--- src/rtl/cachePkg.sv ---
`default_nettype none

package cachePkg;

    // address and data geometry
    localparam int DataWidth    = 32;
    localparam int TagWidth     = 25;
    localparam int SetWidth     = 3;
    localparam int NumSets      = 2 ** SetWidth;
    localparam int WordSelWidth = 2;
    localparam int WordsPerLine = 2 ** WordSelWidth;
    localparam int ByteOffset   = 2;
    localparam int ByteLanes    = DataWidth / 8;

    localparam int NumWays      = 2;
    localparam int WayIdxWidth  = $clog2(NumWays);

    // backing store decodes addr[9:2] only
    localparam int MemAddrWidth = 8;
    localparam int MemWords     = 2 ** MemAddrWidth;
    localparam int MemTagWidth  = MemAddrWidth - SetWidth - WordSelWidth; // low tag bits seen by memory

    typedef enum logic [1:0] {
        opLw,
        opLbu,
        opSw,
        opSb
    } memOp_e;

    typedef enum logic [1:0] {
        stIdle,
        stFill,
        stFinish
    } cacheState_e;

endpackage

`default_nettype wire

--- src/rtl/hitMerge.sv ---
`default_nettype none

module hitMerge (
    input  logic                                 clk,
    input  logic                                 rstN,
    input  logic [cachePkg::NumWays-1:0]         wayHit,
    input  logic [cachePkg::DataWidth-1:0]       wordOut [cachePkg::NumWays],
    input  logic [cachePkg::ByteOffset-1:0]      byteSel,
    input  logic                                 loadByte,
    input  logic                                 isLoad,
    output logic                                 anyHit,
    output logic [cachePkg::WayIdxWidth-1:0]     hitWay,
    output logic [cachePkg::DataWidth-1:0]       rdata
);
    import cachePkg::*;

    logic [DataWidth-1:0] hitWord;
    logic [7:0]           hitByte;
    logic [DataWidth-1:0] loadData;

    // lowest hitting way wins, only one can match anyway
    always_comb begin
        hitWay = '0;
        for (int w = NumWays - 1; w >= 0; w--) begin
            if (wayHit[w]) begin
                hitWay = WayIdxWidth'(w);
            end
        end
    end

    assign anyHit   = |wayHit;
    assign hitWord  = wordOut[hitWay];
    assign hitByte  = hitWord[{byteSel, 3'b000} +: 8];
    assign loadData = loadByte ? {{(DataWidth-8){1'b0}}, hitByte} : hitWord; // lbu zero-extends

    // stores and misses return zero
    always_ff @(posedge clk or negedge rstN) begin
        if (!rstN) begin
            rdata <= '0;
        end else begin
            rdata <= (isLoad && anyHit) ? loadData : '0;
        end
    end

endmodule

`default_nettype wire

--- config.mk ---
export PLATFORM = sky130hd
export DESIGN_NAME = hitMerge
export DESIGN_NICKNAME = d
export VERILOG_FILES = /design/src/rtl/cachePkg.sv /design/src/rtl/hitMerge.sv
export SDC_FILE = /design/constraint.sdc
export NUM_CORES = 1
export LEC_CHECK = 0
export ABC_AREA = 1
export BUFFER_PORTS_ARGS = -buffer_cell sky130_fd_sc_hd__buf_2
export CAP_MARGIN = 10
export CORE_AREA = 10 10 76 78
export DETAILED_ROUTE_END_ITERATION = 12
export DIE_AREA = 0 0 86 88
export GPL_TIMING_DRIVEN = 0
export PLACE_DENSITY = 0.91
export SLEW_MARGIN = 20
export SYNTH_ARGS = -nofsm -noshare
export SYNTH_HDL_FRONTEND = slang
export SYNTH_SLANG_ARGS = --single-unit
--- constraint.sdc ---
create_clock -name clk -period 1.1 [get_ports clk]
set_clock_uncertainty 0.05 [all_clocks]
set_input_delay 0.055 -clock clk [delete_from_list [all_inputs] [get_ports clk]]
set_output_delay 0.055 -clock clk [all_outputs]
set_load 0.005 [all_outputs]
# Word level (Yosys, flattened, before mapping)
# Index checks and enable logic that the tools add are counted.
[op_classes] reduce_logical=2 addsub=0 n_mul=0 n_mux=7 magnitude_cmp=1 n_shift=1 div_mod_pow=0 n_bitwise=1 eq_ne=0
[ops] op="$mux W32" n=5
[ops] op="$shiftx A32 B6 Y8" n=1
[ops] op="$ge A2 B2 Y1 const B" n=1
[ops] op="$mux W1" n=2
[ops] op="$not A1 Y2" n=1
[ops] op="$reduce_or A2 Y1" n=1
[ops] op="$logic_and A1 B1 Y1" n=1
[word_totals] n_memories=0 romBits=0 latch_bits=0 input_bits=72 elab_cells=13 ramBits=0 out_inout_bits=34 register_bits=32

# Logic depth before layout (Yosys ltp)
[logic_depth] word_depth=9 mapped_depth=8 depth_no_buf=8

# Least setup slack after synthesis
# OpenSTA, ideal clock, no wires.
[synth_timing] path_type="input -> register" start="input wayHit[1] in the netlist's numbering" end="register rdata[20] in the netlist's numbering" n_path_buf=2 cell_stages=7 t_required_ps=936 setup_ps=114 t_arrival_ps=813 path_slack_ps=123 path_cell_list="buf_4 > or2_4 > nand2_4 > nor2_8 > inv_4 > buf_12 > nor2_2"
[synth_via] elab_cells_between_ends=10 classes_between="mux (7); bitwise (1); reduce/logical (2)"
[synth_rtl] element="start: declaration" line_no="hitMerge.sv:6" text="input logic [cachePkg::NumWays-1:0] wayHit,"
[synth_rtl] element="$reduce_or A2 Y1" line_no="hitMerge.sv:31" text="assign anyHit = |wayHit;"
[synth_rtl] element="via anyHit" line_no="hitMerge.sv:11" text="output logic anyHit,"
[synth_rtl] element="$logic_and A1 B1 Y1" line_no="hitMerge.sv:41" text="rdata <= (isLoad && anyHit) ? loadData : '0;"
[synth_rtl] element="$mux W32" line_no="hitMerge.sv:41"
[synth_rtl] element="end signal: assignment" line_no="hitMerge.sv:41"
[synth_rtl] element="end: declaration" line_no="hitMerge.sv:13" text="output logic [cachePkg::DataWidth-1:0] rdata"
# The timed path passes the listed nets, and every way through them passes these cells. The select of a mux whose other input is x is not followed.

# Worst setup path in the final report
[layout_timing] start="input wayHit[0] in the netlist's numbering" end="register rdata[2] in the netlist's numbering"
[layout_via] elab_chain_len=8 elab_cells_between_ends=10 classes_between="shift (1); mux (6); bitwise (1); reduce/logical (2)"
[layout_rtl] element="$mux W1" line_no="hitMerge.sv:25" text="if (wayHit[w]) begin"
[layout_rtl] element="$not A1 Y2 (implied by the code)" line_no="hitMerge.sv:32" text="assign hitWord = wordOut[hitWay];"
[layout_rtl] element="$mux W32 (implied by the code) (3 in series)" line_no="hitMerge.sv:32"
[layout_rtl] element="$shiftx A32 B6 Y8" line_no="hitMerge.sv:33" text="assign hitByte = hitWord[{byteSel, 3'b000} +: 8];"
[layout_rtl] element="$mux W32" line_no="hitMerge.sv:34" text="assign loadData = loadByte ? {{(DataWidth-8){1'b0}}, hitByte} : hitWord;"
[layout_rtl] element="$mux W32 *" line_no="hitMerge.sv:41"
# Mark *: on every way between the ends. The rest lies on a longest branch, timed or not. The select of a mux whose other input is x is not followed.

==> results.json <==
{
  "status": "finished, final reports clean",
  "hp-class": "input port to flop",
  "route.detailed.drc": 0,
  "placed_cells": 443,
  "wl_per_cell_um": 14.9,
  "cpMostUsedCell": "nand3_1",
  "async_flop_share_pct": 100,
  "ys_warn_count": 0,
  "grtUsageTotal_pct": 17.7,
  "slowest_delay_ns": 0.24,
  "fp.coreArea_sq_um": 4290,
  "grt_pass1_vias": 2275,
  "drt_iter0_markers": 124,
  "wl_met2_um": 3250,
  "hold_viol": 0,
  "ys_seq_area_share_pct": 39.6,
  "place.port_buffers": 102,
  "yosysTopAreaCell": "dfrtp_1",
  "cp-start-kind": "input port",
  "root_buffer": "clkbuf_8",
  "grt_setup_unrepaired": "false",
  "synth.area.top_cells": "dfrtp_1 40%, nand3_1 18%, nand2_1 13%",
  "drt_pass1_iterations": 4,
  "crit_fanout": 10,
  "synthToLayoutAreaGrowth_pct": 33.4,
  "viasPerCell": 4.97,
  "netlist_instances": 289,
  "peakVddDrop_uv": 587,
  "htreeDepth": 2,
  "gp_congestion": 0.888,
  "dr_total_vias": 2247,
  "drive_gt1_share_pct": 34.5,
  "initial_core_util_pct": 47.1,
  "dpl.hpwl_um": 5360,
  "clk_pin_slew_worst_paths_ns": 0.07,
  "nNetsFinal": 471,
  "largest_register_ffs": 32,
  "fp.dieH_um": 88,
  "antenna_cells": 0,
  "required_ns": 1.23,
  "cp_slowest_cell": "buf_2",
  "slew_headroom_pct": 50.4,
  "post-cts-setup-buffers": 0,
  "highest_layer": "met4",
  "dieArea_sq_um": 7570,
  "syn_area_per_cell_sq_um": 7.00,
  "grt_max_degree": 33,
  "routed_wl_um": 6750,
  "reg_top3": "rdata x32",
  "dieWidth_um": 86,
  "cts.sinks": 32,
  "setup_viol_count_final": 0,
  "maxSlewViolCount": 0,
  "dp_slack_ns": -0.100,
  "synth_top_area_share_pct": 39.6,
  "grt_pass1_wl_um": 10600,
  "synthTopCellsByCount": "72 x nand2_1, 72 x nand3_1, 51 x inv_1, 32 x dfrtp_1, 16 x nand3b_1",
  "synth.distinct_cells": 18,
  "cp_data_arrival_time_ns": 1.06,
  "p_leak_nw": 1.76,
  "instances_no_fill": 452,
  "wl_met1_um": 2660,
  "gr-total-overflow": 0,
  "max_freq_mhz": 1070,
  "top_register": "rdata",
  "cts-buffers-inserted": 5,
  "clk_path_buf_depth": 2,
  "worst_pin_slew_ns": 0.744,
  "crit_path_end_kind": "flop",
  "finalCritPeriodShare_pct": 84.6,
  "p_per_area_nw_per_um2": 1070,
  "fp-row-count": 24,
  "cts.repair.resized": 0,
  "synth_edf_count": 0,
  "drtAntennaViolNets": 0,
  "cts_tree": "built",
  "cap_violations": 0,
  "synthFlopType": "dfrtp_1",
  "wl_met3_um": 662,
  "path_class": "input port to flop",
  "grt_antenna_before_repair": 0,
  "syn_area_sq_um": 2020,
  "fin_crit_ns": 0.931,
  "pin_count": 106,
  "layout_setup_ws_ns": 0.169,
  "crit_chain": "buf_2 > inv_2 > buf_2 > nand3_1 > nand3_1 > nand3_1 > nand3_1 > nand2_1",
  "synth-seq-cells": 32,
  "syn_nets": 361
}
metal layers:
layer	up-vias	track usage (%)
met1	1021	19.8
met5	-	0
li1	1114	-
met2	98	29.7
met3	14	6.04
met4	0	7.93
placed cells by master, fill, tap and decap left out:
| cell | n |
|---|---|
| clkbuf_8 | 6 |
| buf_6 | 1 |
| inv_2 | 2 |
| nor2_8 | 1 |
| buf_12 | 1 |
| inv_1 | 51 |
| nand2_4 | 1 |
| inv_4 | 1 |
| buf_2 | 108 |
| nor2_2 | 11 |
| nor2_1 | 14 |
| nand2_2 | 1 |
| nand3b_1 | 16 |
| dlygate4sd3_1 | 1 |
| nand2_1 | 72 |
| buf_4 | 4 |
| clkbuf_1 | 4 |
| dfrtp_1 | 32 |
| or2_4 | 1 |
| nand3_1 | 72 |
path summary, 6_finish.rpt:
check / startpoint / endpoint / cells past startpoint
setup / recovery: wayHit[0] / rdata[2]$_DFF_PN0_ / 8
min in group asynchronous: rstN / rdata[4]$_DFF_PN0_ / 2
hold / removal: wordOut[22] / rdata[22]$_DFF_PN0_ / 5
max in group asynchronous: rstN / rdata[31]$_DFF_PN0_ / 2
worst max-delay path, delay by kind of cell:
kind / cells / cell delay [ns]
buffers and inverters: 3 / 0.47
AND/OR/NAND/NOR: 5 / 0.54
where the power goes:
part / switching [mW] / total, mW / leakage, nW / internal [mW]
sequential: 0.0135 / 1.25 / 0.430 / 1.24
combinational: 0.393 / 0.687 / 1.28 / 0.294
clock: 0.435 / 0.945 / 0.0455 / 0.510
layout make-up:
type,count,area [sq um]
flip-flops and latches,32,801
clock buffers,8,90.1
inverters,54,205
plain buffers,14,98.8
fillers,408,1600
multi-input cells,189,918
repair buffers,103,520
well taps,52,65.1
logic make-up after synthesis:
group	count (synthesis)	share of synthesized area (%)
AND/OR/NAND/NOR	189	45.4
flip-flops	32	39.6
buffers and inverters	68	15.0
repair_timing:
item	in CTS	in global routing
hold buffers	1	0
endpoints found under the hold margin	32	0
endpoints found under the setup margin	0	0
per-stage QoR:
step	total power, mW	utilization [%]	TNS (ns)	hold slack (ns)	cell area, sq um
after global placement	1.94	60.5	-0.341	0.0912	2600
after global routing	3.05	62.8	0	0.0478	2700
after detailed placement	1.96	60.5	-0.486	0.104	2600
after floorplan	1.66	-	0	-0.291	2020
after CTS	2.90	62.8	0	0.0337	2700
final	2.88	62.8	0	0.0369	2700
No activity file was read; power rests on OpenSTA's default activity.
