<file path="config.mk">
export PLATFORM = sky130hd
export DESIGN_NAME = cacheCtrl
export DESIGN_NICKNAME = d
export VERILOG_FILES = /design/src/rtl/cachePkg.sv /design/src/rtl/cacheCtrl.sv
export SDC_FILE = /design/constraint.sdc
export NUM_CORES = 1
export LEC_CHECK = 0
export BUFFER_PORTS_ARGS = -buffer_cell sky130_fd_sc_hd__buf_2
export CAP_MARGIN = 0
export CELL_PAD_IN_SITES_DETAIL_PLACEMENT = 1
export CELL_PAD_IN_SITES_GLOBAL_PLACEMENT = 1
export CORE_MARGIN = 2
export CORE_UTILIZATION = 26
export CTS_BUF_LIST = sky130_fd_sc_hd__clkbuf_2 sky130_fd_sc_hd__clkbuf_4 sky130_fd_sc_hd__clkbuf_8
export DETAILED_ROUTE_END_ITERATION = 10
export HOLD_SLACK_MARGIN = 0.12
export PLACE_DENSITY_LB_ADDON = 0.05
export SLEW_MARGIN = 25
export SYNTH_ARGS = -nofsm -noshare
export SYNTH_HDL_FRONTEND = slang
export SYNTH_SLANG_ARGS = --single-unit
</file>
<file path="constraint.sdc">
create_clock -name clk -period 2.5 [get_ports clk]
set_input_delay 0.125 -clock clk [delete_from_list [all_inputs] [get_ports clk]]
set_output_delay 0.125 -clock clk [all_outputs]
set_load 0.02 [all_outputs]
</file>
<file path="src/rtl/cachePkg.sv">
`default_nettype none

package cachePkg;

    // address and data geometry
    localparam int DataWidth    = 32;
    localparam int TagWidth     = 25;
    localparam int SetWidth     = 3;
    localparam int NumSets      = 2 ** SetWidth;
    localparam int WordSelWidth = 2;
    localparam int WordsPerLine = 2 ** WordSelWidth;
    localparam int ByteOffset   = 2;
    localparam int ByteLanes    = DataWidth / 8;

    localparam int NumWays      = 2;
    localparam int WayIdxWidth  = $clog2(NumWays);

    // backing store decodes addr[9:2] only
    localparam int MemAddrWidth = 8;
    localparam int MemWords     = 2 ** MemAddrWidth;
    localparam int MemTagWidth  = MemAddrWidth - SetWidth - WordSelWidth; // low tag bits seen by memory

    typedef enum logic [1:0] {
        opLw,
        opLbu,
        opSw,
        opSb
    } memOp_e;

    typedef enum logic [1:0] {
        stIdle,
        stFill,
        stFinish
    } cacheState_e;

endpackage

`default_nettype wire

</file>
<file path="src/rtl/cacheCtrl.sv">
`default_nettype none

module cacheCtrl (
    input  logic                                 clk,
    input  logic                                 rstN,
    input  logic                                 req,
    input  cachePkg::memOp_e                     op,
    input  logic [cachePkg::DataWidth-1:0]       addr,
    input  logic [cachePkg::DataWidth-1:0]       wdata,
    input  logic                                 anyHit,
    input  logic [cachePkg::WayIdxWidth-1:0]     hitWay,
    output logic [cachePkg::SetWidth-1:0]        setIdx,
    output logic [cachePkg::TagWidth-1:0]        tagOut,
    output logic [cachePkg::WordSelWidth-1:0]    wordIdx,
    output logic [cachePkg::NumWays-1:0]         fillWe,
    output logic [cachePkg::DataWidth-1:0]       fillData,
    output logic [cachePkg::NumWays-1:0]         storeWe,
    output logic [cachePkg::ByteLanes-1:0]       byteEn,
    output logic [cachePkg::DataWidth-1:0]       storeData,
    output logic [cachePkg::NumWays-1:0]         validSet,
    output logic [cachePkg::MemAddrWidth-1:0]    memAddr,
    output logic                                 memWe,
    output logic                                 memRe,
    output logic [cachePkg::ByteLanes-1:0]       memByteEn,
    output logic [cachePkg::DataWidth-1:0]       memWdata,
    input  logic [cachePkg::DataWidth-1:0]       memRdata,
    output logic [cachePkg::ByteOffset-1:0]      byteSel,
    output logic                                 loadByte,
    output logic                                 isLoad,
    output logic                                 done,
    output logic                                 hit,
    output logic                                 busy
);
    import cachePkg::*;

    cacheState_e              state;
    logic [NumSets-1:0]       lru;          // victim way per set
    logic [WordSelWidth:0]    cnt;          // fill step, 0..4
    logic [WayIdxWidth-1:0]   victimQ;

    logic [TagWidth-1:0]      tagQ;
    logic [SetWidth-1:0]      setQ;
    logic [WordSelWidth-1:0]  wordQ;
    logic [ByteOffset-1:0]    byteQ;
    logic                     lbuQ;

    logic [TagWidth-1:0]      reqTag;
    logic [SetWidth-1:0]      reqSet;
    logic [WordSelWidth-1:0]  reqWord;
    logic [ByteOffset-1:0]    reqByte;
    logic                     accept;
    logic                     isStore;
    logic                     storeReq;
    logic                     fillRet;
    logic                     lastFill;
    logic [WordSelWidth-1:0]  fillWord;
    logic [WordSelWidth-1:0]  issueWord;

    assign reqTag  = addr[DataWidth-1 -: TagWidth];
    assign reqSet  = addr[ByteOffset+WordSelWidth +: SetWidth];
    assign reqWord = addr[ByteOffset +: WordSelWidth];
    assign reqByte = addr[ByteOffset-1:0];

    assign accept   = (state != stFill);    // finish cycle takes requests too
    assign busy     = (state == stFill);
    assign isStore  = (op == opSw) || (op == opSb);
    assign storeReq = accept && req && isStore;

    // requested word is fetched last, so it lands in the finish lookup
    assign fillRet   = busy && (cnt != '0);
    assign lastFill  = busy && cnt[WordSelWidth];
    assign fillWord  = wordQ + cnt[WordSelWidth-1:0];
    assign issueWord = fillWord + 1'b1;

    assign setIdx   = accept ? reqSet  : setQ;
    assign tagOut   = accept ? reqTag  : tagQ;
    assign wordIdx  = accept ? reqWord : fillWord;
    assign byteSel  = accept ? reqByte : byteQ;
    assign loadByte = accept ? (op == opLbu) : lbuQ;
    assign isLoad   = accept ? (req && !isStore) : 1'b1;

    // byte lanes for sb
    always_comb begin
        byteEn    = '1;
        storeData = wdata;
        if (op == opSb) begin
            byteEn          = '0;
            byteEn[reqByte] = 1'b1;
            storeData       = {ByteLanes{wdata[7:0]}};
        end
    end

    always_comb begin
        for (int w = 0; w < NumWays; w++) begin
            storeWe[w]  = storeReq && anyHit && (hitWay == WayIdxWidth'(w));
            fillWe[w]   = fillRet && (victimQ == WayIdxWidth'(w));
            validSet[w] = lastFill && (victimQ == WayIdxWidth'(w));
        end
    end

    assign fillData  = memRdata;
    assign memWe     = storeReq;            // write-through, no allocate
    assign memRe     = busy && !cnt[WordSelWidth];
    assign memByteEn = byteEn;
    assign memWdata  = storeData;
    assign memAddr   = busy ? {tagQ[MemTagWidth-1:0], setQ, issueWord}
                            : addr[ByteOffset +: MemAddrWidth];

    always_ff @(posedge clk) begin
        if (accept && req) begin
            tagQ  <= reqTag;
            setQ  <= reqSet;
            wordQ <= reqWord;
            byteQ <= reqByte;
            lbuQ  <= (op == opLbu);
        end
    end

    always_ff @(posedge clk or negedge rstN) begin
        if (!rstN) begin
            state   <= stIdle;
            lru     <= '0;
            cnt     <= '0;
            victimQ <= '0;
            done    <= 1'b0;
            hit     <= 1'b0;
        end else begin
            done <= 1'b0;
            hit  <= 1'b0;
            case (state)
                stIdle, stFinish: begin
                    state <= stIdle;
                    if (req) begin
                        if (isStore || anyHit) begin
                            done <= 1'b1;
                            hit  <= anyHit;
                            if (anyHit) begin
                                lru[reqSet] <= ~hitWay;
                            end
                        end else begin
                            state   <= stFill;     // load miss
                            victimQ <= lru[reqSet];
                            cnt     <= '0;
                        end
                    end
                end
                stFill: begin
                    cnt <= cnt + 1'b1;
                    if (lastFill) begin
                        state     <= stFinish;
                        done      <= 1'b1;
                        lru[setQ] <= ~victimQ;
                        cnt       <= '0;
                    end
                end
                default: state <= stIdle;
            endcase
        end
    end

endmodule

`default_nettype wire

</file>
# ---- Yosys cells after proc, flatten, opt, wreduce, memory -nomap -nowiden
# Cells that the tools add are included.
dict set report op_classes {
  n_addsub 3
  multipliers 0
  div 0
  order_cmp 6
  n_eq_ne 11
  shift 0
  muxes 39
  bitwise 3
  reduce_logical 27
}
# op n
set ops {}
lappend ops {{$mux 8} 5}
lappend ops {{$mux 32} 1}
lappend ops {{$mux 25} 1}
lappend ops {{$bwmux 8} 2}
lappend ops {{$logic_and 1x1->1} 16}
lappend ops {{$pmux 8 s2} 1}
lappend ops {{$mux 1} 14}
lappend ops {{$mux 3} 4}
lappend ops {{$lt 3x4->1 const B} 2}
lappend ops {{$ne 2x2->1 const B} 4}
lappend ops {{$demux 1 s3} 2}
lappend ops {{$eq 2x2->1 const B} 3}
lappend ops {{$ge 3x1->1 const B} 2}
lappend ops {{$mux 2} 3}
lappend ops {{$pmux 3 s2} 1}
lappend ops {{$reduce_and 3->1} 2}
lappend ops {{$reduce_and 5->1} 1}
lappend ops {{$eq 2x1->1 const B} 2}
lappend ops {{$mux 4} 1}
lappend ops {{$ne 2x1->1 const B} 2}
lappend ops {{$pmux 2 s2} 1}
lappend ops {{$add 3x1->3 const B} 1}
lappend ops {{$bmux 1 s3} 1}
lappend ops {{$lt 2x3->1 const B} 1}
lappend ops {{12 further kinds} 16}
dict set report word_totals {
  reg_bits 49
  latchBits 0
  mem_bits_rw 0
  romBits 0
  inputBits 103
  output_inout_bits 157
  word_cells 100
  memories 0
}

# ---- Longest topological paths before layout
# Gate-level depths: netlist of run 1.
dict set report depth {
  depth_word 9
  depth_mapped 7
  mapped_depth_nobuf 5
}

# ---- Least setup slack after synthesis of run 1
# OpenSTA, ideal clock, no wires.
dict set report synth_path {
  path_kind {register to register}
  startpoint {register state[0]}
  endpoint {register byteQ[0], enable pin}
  setup_time_ns 0.423
  arrival_time_ns 2.400
  t_required_ns 2.077
  path_slack_ns -0.323
  stages_incl_launch_ff 6
  n_path_buf 2
  synth_period_minus_slack_ns 2.823
  cell_sequence {dfrtp_1 nand2b_2 inv_2 buf_2 buf_2 nor2_1}
}
dict set report synth_between {
  elab_chain_cells 2
}
# element line
set synth_rtl {}
lappend synth_rtl {{start, declared} cacheCtrl.sv:36} ;# cacheState_e state;
lappend synth_rtl {{start signal, assigned} cacheCtrl.sv:121} ;# state <= stIdle;
lappend synth_rtl {{start signal, assigned} cacheCtrl.sv:132} ;# state <= stIdle;
lappend synth_rtl {{start signal, assigned} cacheCtrl.sv:141} ;# state <= stFill;
lappend synth_rtl {{$ne 2x1->1} cacheCtrl.sv:64} ;# assign accept = (state != stFill);
lappend synth_rtl {{$logic_and 1x1->1} cacheCtrl.sv:110} ;# if (accept && req) begin
lappend synth_rtl {{end signal, assigned} cacheCtrl.sv:114} ;# byteQ <= reqByte;
lappend synth_rtl {{end, declared} cacheCtrl.sv:44} ;# logic [ByteOffset-1:0] byteQ;
# No other way between the ends.
# A chain may end at the register's enable or synchronous reset.

# ---- Worst setup path in the final report of run 1
dict set report layout_path {
  startpoint {register state[0]}
  endpoint {output port storeWe[0] (netlist name)}
}
dict set report layout_between {
  elab_chain_cells 5
}
# element line
set layout_rtl {}
lappend layout_rtl {{$ne 2x1->1} cacheCtrl.sv:64}
lappend layout_rtl {{$logic_and 1x1->1 (2 in series)} cacheCtrl.sv:67} ;# assign storeReq = accept && req && isStore;
lappend layout_rtl {{$logic_and 1x1->1 (2 in series)} cacheCtrl.sv:95} ;# storeWe[w] = storeReq && anyHit && (hitWay == WayIdxWidth'(w));
lappend layout_rtl {{end, declared} cacheCtrl.sv:17} ;# output logic [cachePkg::NumWays-1:0] storeWe,
# No other way between the ends.

==> impl_metrics.yaml, run 1 <==
run_status:
  status: "complete, no violations"
floorplanning:
  dieHeight_um: 120
  initial_utilization_pct: 26.4
  ios: 260
  die_x_um: 120
  coreArea_mm2: 0.0131
  die-area_mm2: 0.0143
  std_cell_rows: 42
placement:
  globalplace.congestion: 0.764
  place_area_mm2: 0.00400
  hpwl_mm: 7.99
  port_buffers: 195
synth:
  mappedNetlistArea_mm2: 0.00347
  yosys.area_share.simple_pct: 21.2
  synth_cells: 393
  synth-xor-area-share_pct: 0.756
  synth_compound_area_share_pct: 10.9
  synthMuxAreaShare_pct: 4.50
  yosysWarnings: 0
  synth_seq_cells: 49
  ys_async_sr_fraction_pct: 32.7
  synth.distinct_cells: 45
  synth-adder-area-share_pct: 1.08
  synthFlopType: "edfxtp_1"
  synth_nets: 499
  yosysSeqAreaShare_pct: 40.0
  synth_top_family_by_area: "buffers and inverters"
  synth_edf_count: 33
  syn_area_per_cell_um2: 8.84
finish:
  finalInstanceArea_mm2: 0.00439
  final_nets: 633
  syn_to_final_growth_pct: 26.3
  final_common_cell: "buf_2"
  diodes: 0
  num-fill-cells: 1632
  final_layout_size_suffix_gt1_share_pct: 41.1
  final_cell_mix: "buf_2, nand2_1, edfxtp_1"
cts:
  worst_skew_pair.late_latency_ns: 0.31
  clkSinkCount: 49
  cts-htree-levels: 2
  ctsResizeCount: 0
  clockBufferDepth: 2
  cts_tree: "yes"
  clockRootBuffer: "clkbuf_8"
  clk_pin_slew_ns: 0.09
  post_cts_buffers: 0
  numCtsBuffers: 5
critical_path:
  cp-start-kind: "register"
  cp_max_fo: 51
  reg2reg_to: "lru[5]"
  crit_arrival_ns: 1.93
  r2r_slack_ns: 0.69
  crit_path_end_kind: "output port"
  reg2reg_from: "state[0]"
  critPathKind: "register to output port"
  r2r_cells: 5
  required_ns: 2.38
route:
  drc: 0
  via_per_inst: 4.46
  via_count: 3142
  drtPass1Iterations: 4
  wl_per_cell_um: 15.3
  drtAntennaViolNets: 0
  first_iter_violations: 133
  drt-total-wl_mm: 10.7
pwr:
  netSwitchingPower_w: 0.00198
  switching_share_pct: 48.8
  p_int_w: 0.00208
  pwr-share-seq_pct: 30.9
  finalPower_w: 0.00406
  pwr_density_cell_mw_per_mm2: 925
  leakagePower_nw: 2.30
  vdd.ir_drop.worst_uv: 343
  pwr-share-clk_pct: 12.2
  comb_power_share_pct: 56.9
grt:
  grt_pass1_vias: 3197
  grt_max_degree: 52
  grt_pass1_wl_mm: 16.6
  track_usage_pct: 14.5
  overflow: 0
  antenna_found_initial: 0
hold_path:
  worstHoldPathType: "input port to register"
  whs_path_depth: 2
  holdPathEnd: "hit"
  hold_start: "anyHit"
sta:
  max_freq_ghz: 0.488
  tns_ns: 0
  fin_skew_ns: 0.0162
  final_hold_viol_count: 0
  slew_viol_final: 0
  finalCriticalPeriod_ns: 2.05
  tightest_slew_ns: 0.769
  setup_viol: 0
  timing.slew.headroom_pct: 48.6
  rsz0062_at_grt: "false"
  post-route-period-util_pct: 82.0
run:
  cap_violations: 0
## cell usage after synthesis (2+ instances only)
master       n  area (um2)
nand2_1    102         383
buf_4       84         631
edfxtp_1    33         991
a21o_1      24         180
dfrtp_1     16         400
buf_2       13        65.1
and3_1      12        75.1
o21ai_1     11        55.1
nor2_1       9        33.8
mux2_1       8        90.1
clkbuf_1     6        22.5
inv_1        6        22.5
a21oi_1      5        25.0
o21ai_0      5        25.0
nand2b_1     4        25.0
nand3_1      4        20.0
nor2b_1      4        25.0
o32ai_1      4        35.0
ha_1         3        37.5
nand4_1      3        18.8
o22ai_1      3        18.8
o31ai_1      3        22.5
and2_1       2        12.5
inv_2        2        7.51
mux4_2       2        45.0
nand3b_1     2        15.0
nand4bb_1    2        22.5
nor3_1       2        10.0
nor4_1       2        12.5
xor2_1       2        17.5
## layer usage
metal  global-route usage (%)  vias to the layer above  routed length (um)
met4                     3.60                        0                 115
met2                     25.6                      128                5300
li1                         -                     1516                   -
met1                     18.0                     1486                4650
met5                        0                        -                   0
met3                     3.04                       12                 670
## final cells by class
class	instances	area, um2	share of cell area, %
clock inverter	3	21.3	0.485
tap	176	220	5.02
multi-input combinational	233	1340	30.6
timing repair buffer	230	1310	29.9
inverter	8	30.0	0.684
clock buffer	5	68.8	1.57
sequential	49	1390	31.7
## what timing repair did
| action | CTS | global route |
|---|---|---|
| hold buffers | 30 | 0 |
| endpoints found under the setup margin | 0 | 0 |
| endpoints found under the hold margin | 45 | 0 |
## registers in the layout (all words and copies together), names as in the netlist
| name | cells |
|---|---|
| byteQ | 2 |
| cnt | 3 |
| done | 1 |
| hit | 1 |
| lbuQ | 1 |
| lru | 8 |
| setQ | 3 |
| state | 2 |
| tagQ | 25 |
| victimQ | 1 |
| wordQ | 2 |
## cells by family after synthesis
kind of cell,count (synthesis)
compound gates,57
xor+xnor,3
fa+ha+maj,3
buf+inv,111
flops,49
mux,12
simple gates,158
## critical path, cell delays in order, from the launching register on
cell and delay, ns:
dfrtp_1 0.45, nand2b_2 0.11, buf_4 0.45, and3_1 0.29, and3b_1 0.16, buf_2 0.16
## power groups by stage
stage | logic, W | registers, W | clock network [W]
after detailed placement | 0.00233 | 0.00127 | 0
after global routing | 0.00256 | 0.00128 | 0.000551
after floorplan | 0.00176 | 0.00121 | 0
after global placement | 0.00232 | 0.00127 | 0
after CTS | 0.00237 | 0.00125 | 0.000524
final | 0.00231 | 0.00125 | 0.000495
## worst max path at each step
stage / slack [ns] / to / cells after the start / from
finish: 0.45 / storeWe[0] / 5 / state[0]
global route: 0.27 / storeWe[0] / 5 / state[0]
CTS: 0.39 / storeWe[0] / 5 / state[0]
detailed placement: 0.65 / lru[5] / 5 / state[0]
global placement: 0.70 / lru[7] / 5 / state[0]
floorplan: 0.23 / byteQ[0] / 5 / state[0]
## per-stage QoR
step / hold WS, ns / setup WS (ns) / utilization [%] / instances
2_1_floorplan: -0.171 / 0.229 / - / 393
3_3_place_gp: 0.0930 / 0.704 / 30.4 / 666
3_5_place_dp: 0.0917 / 0.647 / 30.4 / 666
4_1_cts: 0.151 / 0.393 / 33.4 / 704
5_1_grt: 0.155 / 0.273 / 33.4 / 704
6_report: 0.159 / 0.449 / 33.4 / 704
(Power assumes the default switching activity.)
==> run 2, diff against run 1 <==
--- a/config.mk
+++ b/config.mk
@@ -10,7 +10,7 @@
 export CELL_PAD_IN_SITES_DETAIL_PLACEMENT = 1
 export CELL_PAD_IN_SITES_GLOBAL_PLACEMENT = 1
 export CORE_MARGIN = 2
-export CORE_UTILIZATION = 26
+export CORE_UTILIZATION = 28
 export CTS_BUF_LIST = sky130_fd_sc_hd__clkbuf_2 sky130_fd_sc_hd__clkbuf_4 sky130_fd_sc_hd__clkbuf_8
 export DETAILED_ROUTE_END_ITERATION = 10
 export HOLD_SLACK_MARGIN = 0.12
==> constraint.sdc (replaced) <==
create_clock -name clk -period 1.9 [get_ports clk]
set_input_delay 0.095 -clock clk [delete_from_list [all_inputs] [get_ports clk]]
set_output_delay 0.095 -clock clk [all_outputs]
set_load 0.02 [all_outputs]
==> impl_metrics.yaml, run 2 (same netlist as run 1, synthesis figures left out) <==
grt:
  overflow: 0
  grt_pass1_wl_mm: 16.3
  grt_pass1_vias: 3161
  grt_max_degree: 35
  antenna_found_initial: 0
  track_usage_pct: 15.6
floorplanning:
  coreArea_mm2: 0.0121
  die_x_um: 115
  die-area_mm2: 0.0133
  ios: 260
  std_cell_rows: 40
  initial_utilization_pct: 28.8
  dieHeight_um: 115
sta:
  setup_viol: 0
  slew_viol_final: 0
  timing.slew.headroom_pct: 38.8
  holdWs_ns: 0.164
  final_hold_viol_count: 0
  tightest_slew_ns: 0.916
  fin_skew_ns: 0.00518
  finalCriticalPeriod_ns: 1.80
  post-route-period-util_pct: 94.7
  max_freq_ghz: 0.556
cts:
  clk_pin_slew_ns: 0.10
  clockBufferDepth: 2
  cts_tree: "yes"
  clockRootBuffer: "clkbuf_8"
  cts-htree-levels: 2
  clkSinkCount: 49
  worst_skew_pair.late_latency_ns: 0.31
  numCtsBuffers: 5
finish:
  regMostFlops: "tagQ"
  reg_top3: "tagQ: 25 flops, lru: 8 flops"
  largest_reg_flops: 25
  finalInstanceArea_mm2: 0.00456
  diodes: 0
  final_nets: 645
  final_cell_mix: "buf_2, nand2_1, edfxtp_1"
  final_layout_size_suffix_gt1_share_pct: 42.6
  syn_to_final_growth_pct: 31.2
  final_common_cell: "buf_2"
critical_path:
  critPathKind: "register to output port"
  r2r_slack_ns: 0.13
  crit_path_end_kind: "output port"
  cp_slowest_cell: "dfrtp_1"
  slowest_delay_ns: 0.39
  crit_family: "buffers and inverters"
  timing.critical_path.buf_inv: 4
  required_ns: 1.80
  cp_max_fo: 19
  crit_chain: "nand2b_2 -> inv_2 -> buf_12 -> bufbuf_16 -> nand2_1 -> nand2_1 -> buf_2"
  worst_path_most_repeated_cell: "nand2_1"
  crit_arrival_ns: 1.70
  cp-start-kind: "register"
placement:
  port_buffers: 195
  globalplace.congestion: 0.749
  hpwl_mm: 8.02
  place_area_mm2: 0.00402
route:
  drtAntennaViolNets: 0
  via_count: 3180
  first_iter_violations: 117
  drtPass1Iterations: 4
  drt-total-wl_mm: 11.0
  via_per_inst: 4.49
  drc: 0
  wl_per_cell_um: 15.6
pwr:
  vdd.ir_drop.worst_uv: 327
  pwr_density_cell_mw_per_mm2: 1260
  leakagePower_nw: 2.39
run:
  cap_violations: 0
hold_path:
  worstHoldPathType: "input port to register"
run_status:
  status: "complete, no violations"
[run 2: power breakdown]
part / total (W) / internal, W / switching [W]
clock network: 0.000653 / 0.000262 / 0.000391
registers: 0.00164 / 0.00145 / 0.000187
logic: 0.00347 / 0.00136 / 0.00211
[run 2: final timing paths]
check | endpoint | cells past startpoint | from
max in group asynchronous | cnt[1] | 2 | rstN
max | tagOut[21] | 7 | state[1]
min reg2reg | lru[4] | 1 | lru[4]
min | setQ[1] | 1 | addr[5]
max reg2reg | lru[3] | 7 | state[1]
min in group asynchronous | lru[1] | 2 | rstN
[run 2: layer usage]
| layer | GRT usage [%] | routed length [um] | vias up |
|---|---|---|---|
| li1 | - | - | 1541 |
| met3 | 2.90 | 584 | 7 |
| met4 | 3.13 | 76 | 0 |
| met5 | 0 | 0 | - |
| met1 | 20.0 | 4800 | 1502 |
| met2 | 27.6 | 5580 | 130 |
[run 2: layout make-up]
class | count | area, um2
fill | 1478 | 7500
tap | 168 | 210
clock buffer | 5 | 68.8
inverter | 8 | 30.0
clock inverter | 3 | 21.3
timing repair buffer | 242 | 1490
multi-input combinational | 233 | 1350
sequential | 49 | 1390
[run 2: timing repair]
| action | in CTS | in global routing |
|---|---|---|
| gates resized for setup | 2 | 9 |
| hold endpoints to repair | 46 | 0 |
| gates cloned | 1 | 0 |
| buffers inserted | 0 | 7 |
| pin swaps | 0 | 3 |
| hold buffers | 31 | 0 |
| setup endpoints to repair | 12 | 30 |
[run 2: per-stage QoR]
stage / instances / setup TNS [ns] / util (%) / worst slack, ns / power (W)
2_1_floorplan: 393 / 0 / - / 0.00384 / 0.00392
3_3_place_gp: 661 / 0 / 33.4 / 0.236 / 0.00476
3_5_place_dp: 661 / 0 / 33.4 / 0.209 / 0.00478
4_1_cts: 701 / 0 / 37.0 / 0.0223 / 0.00562
5_1_grt: 708 / -0.102 / 37.8 / -0.0184 / 0.00619
6_report: 708 / 0 / 37.8 / 0.101 / 0.00576
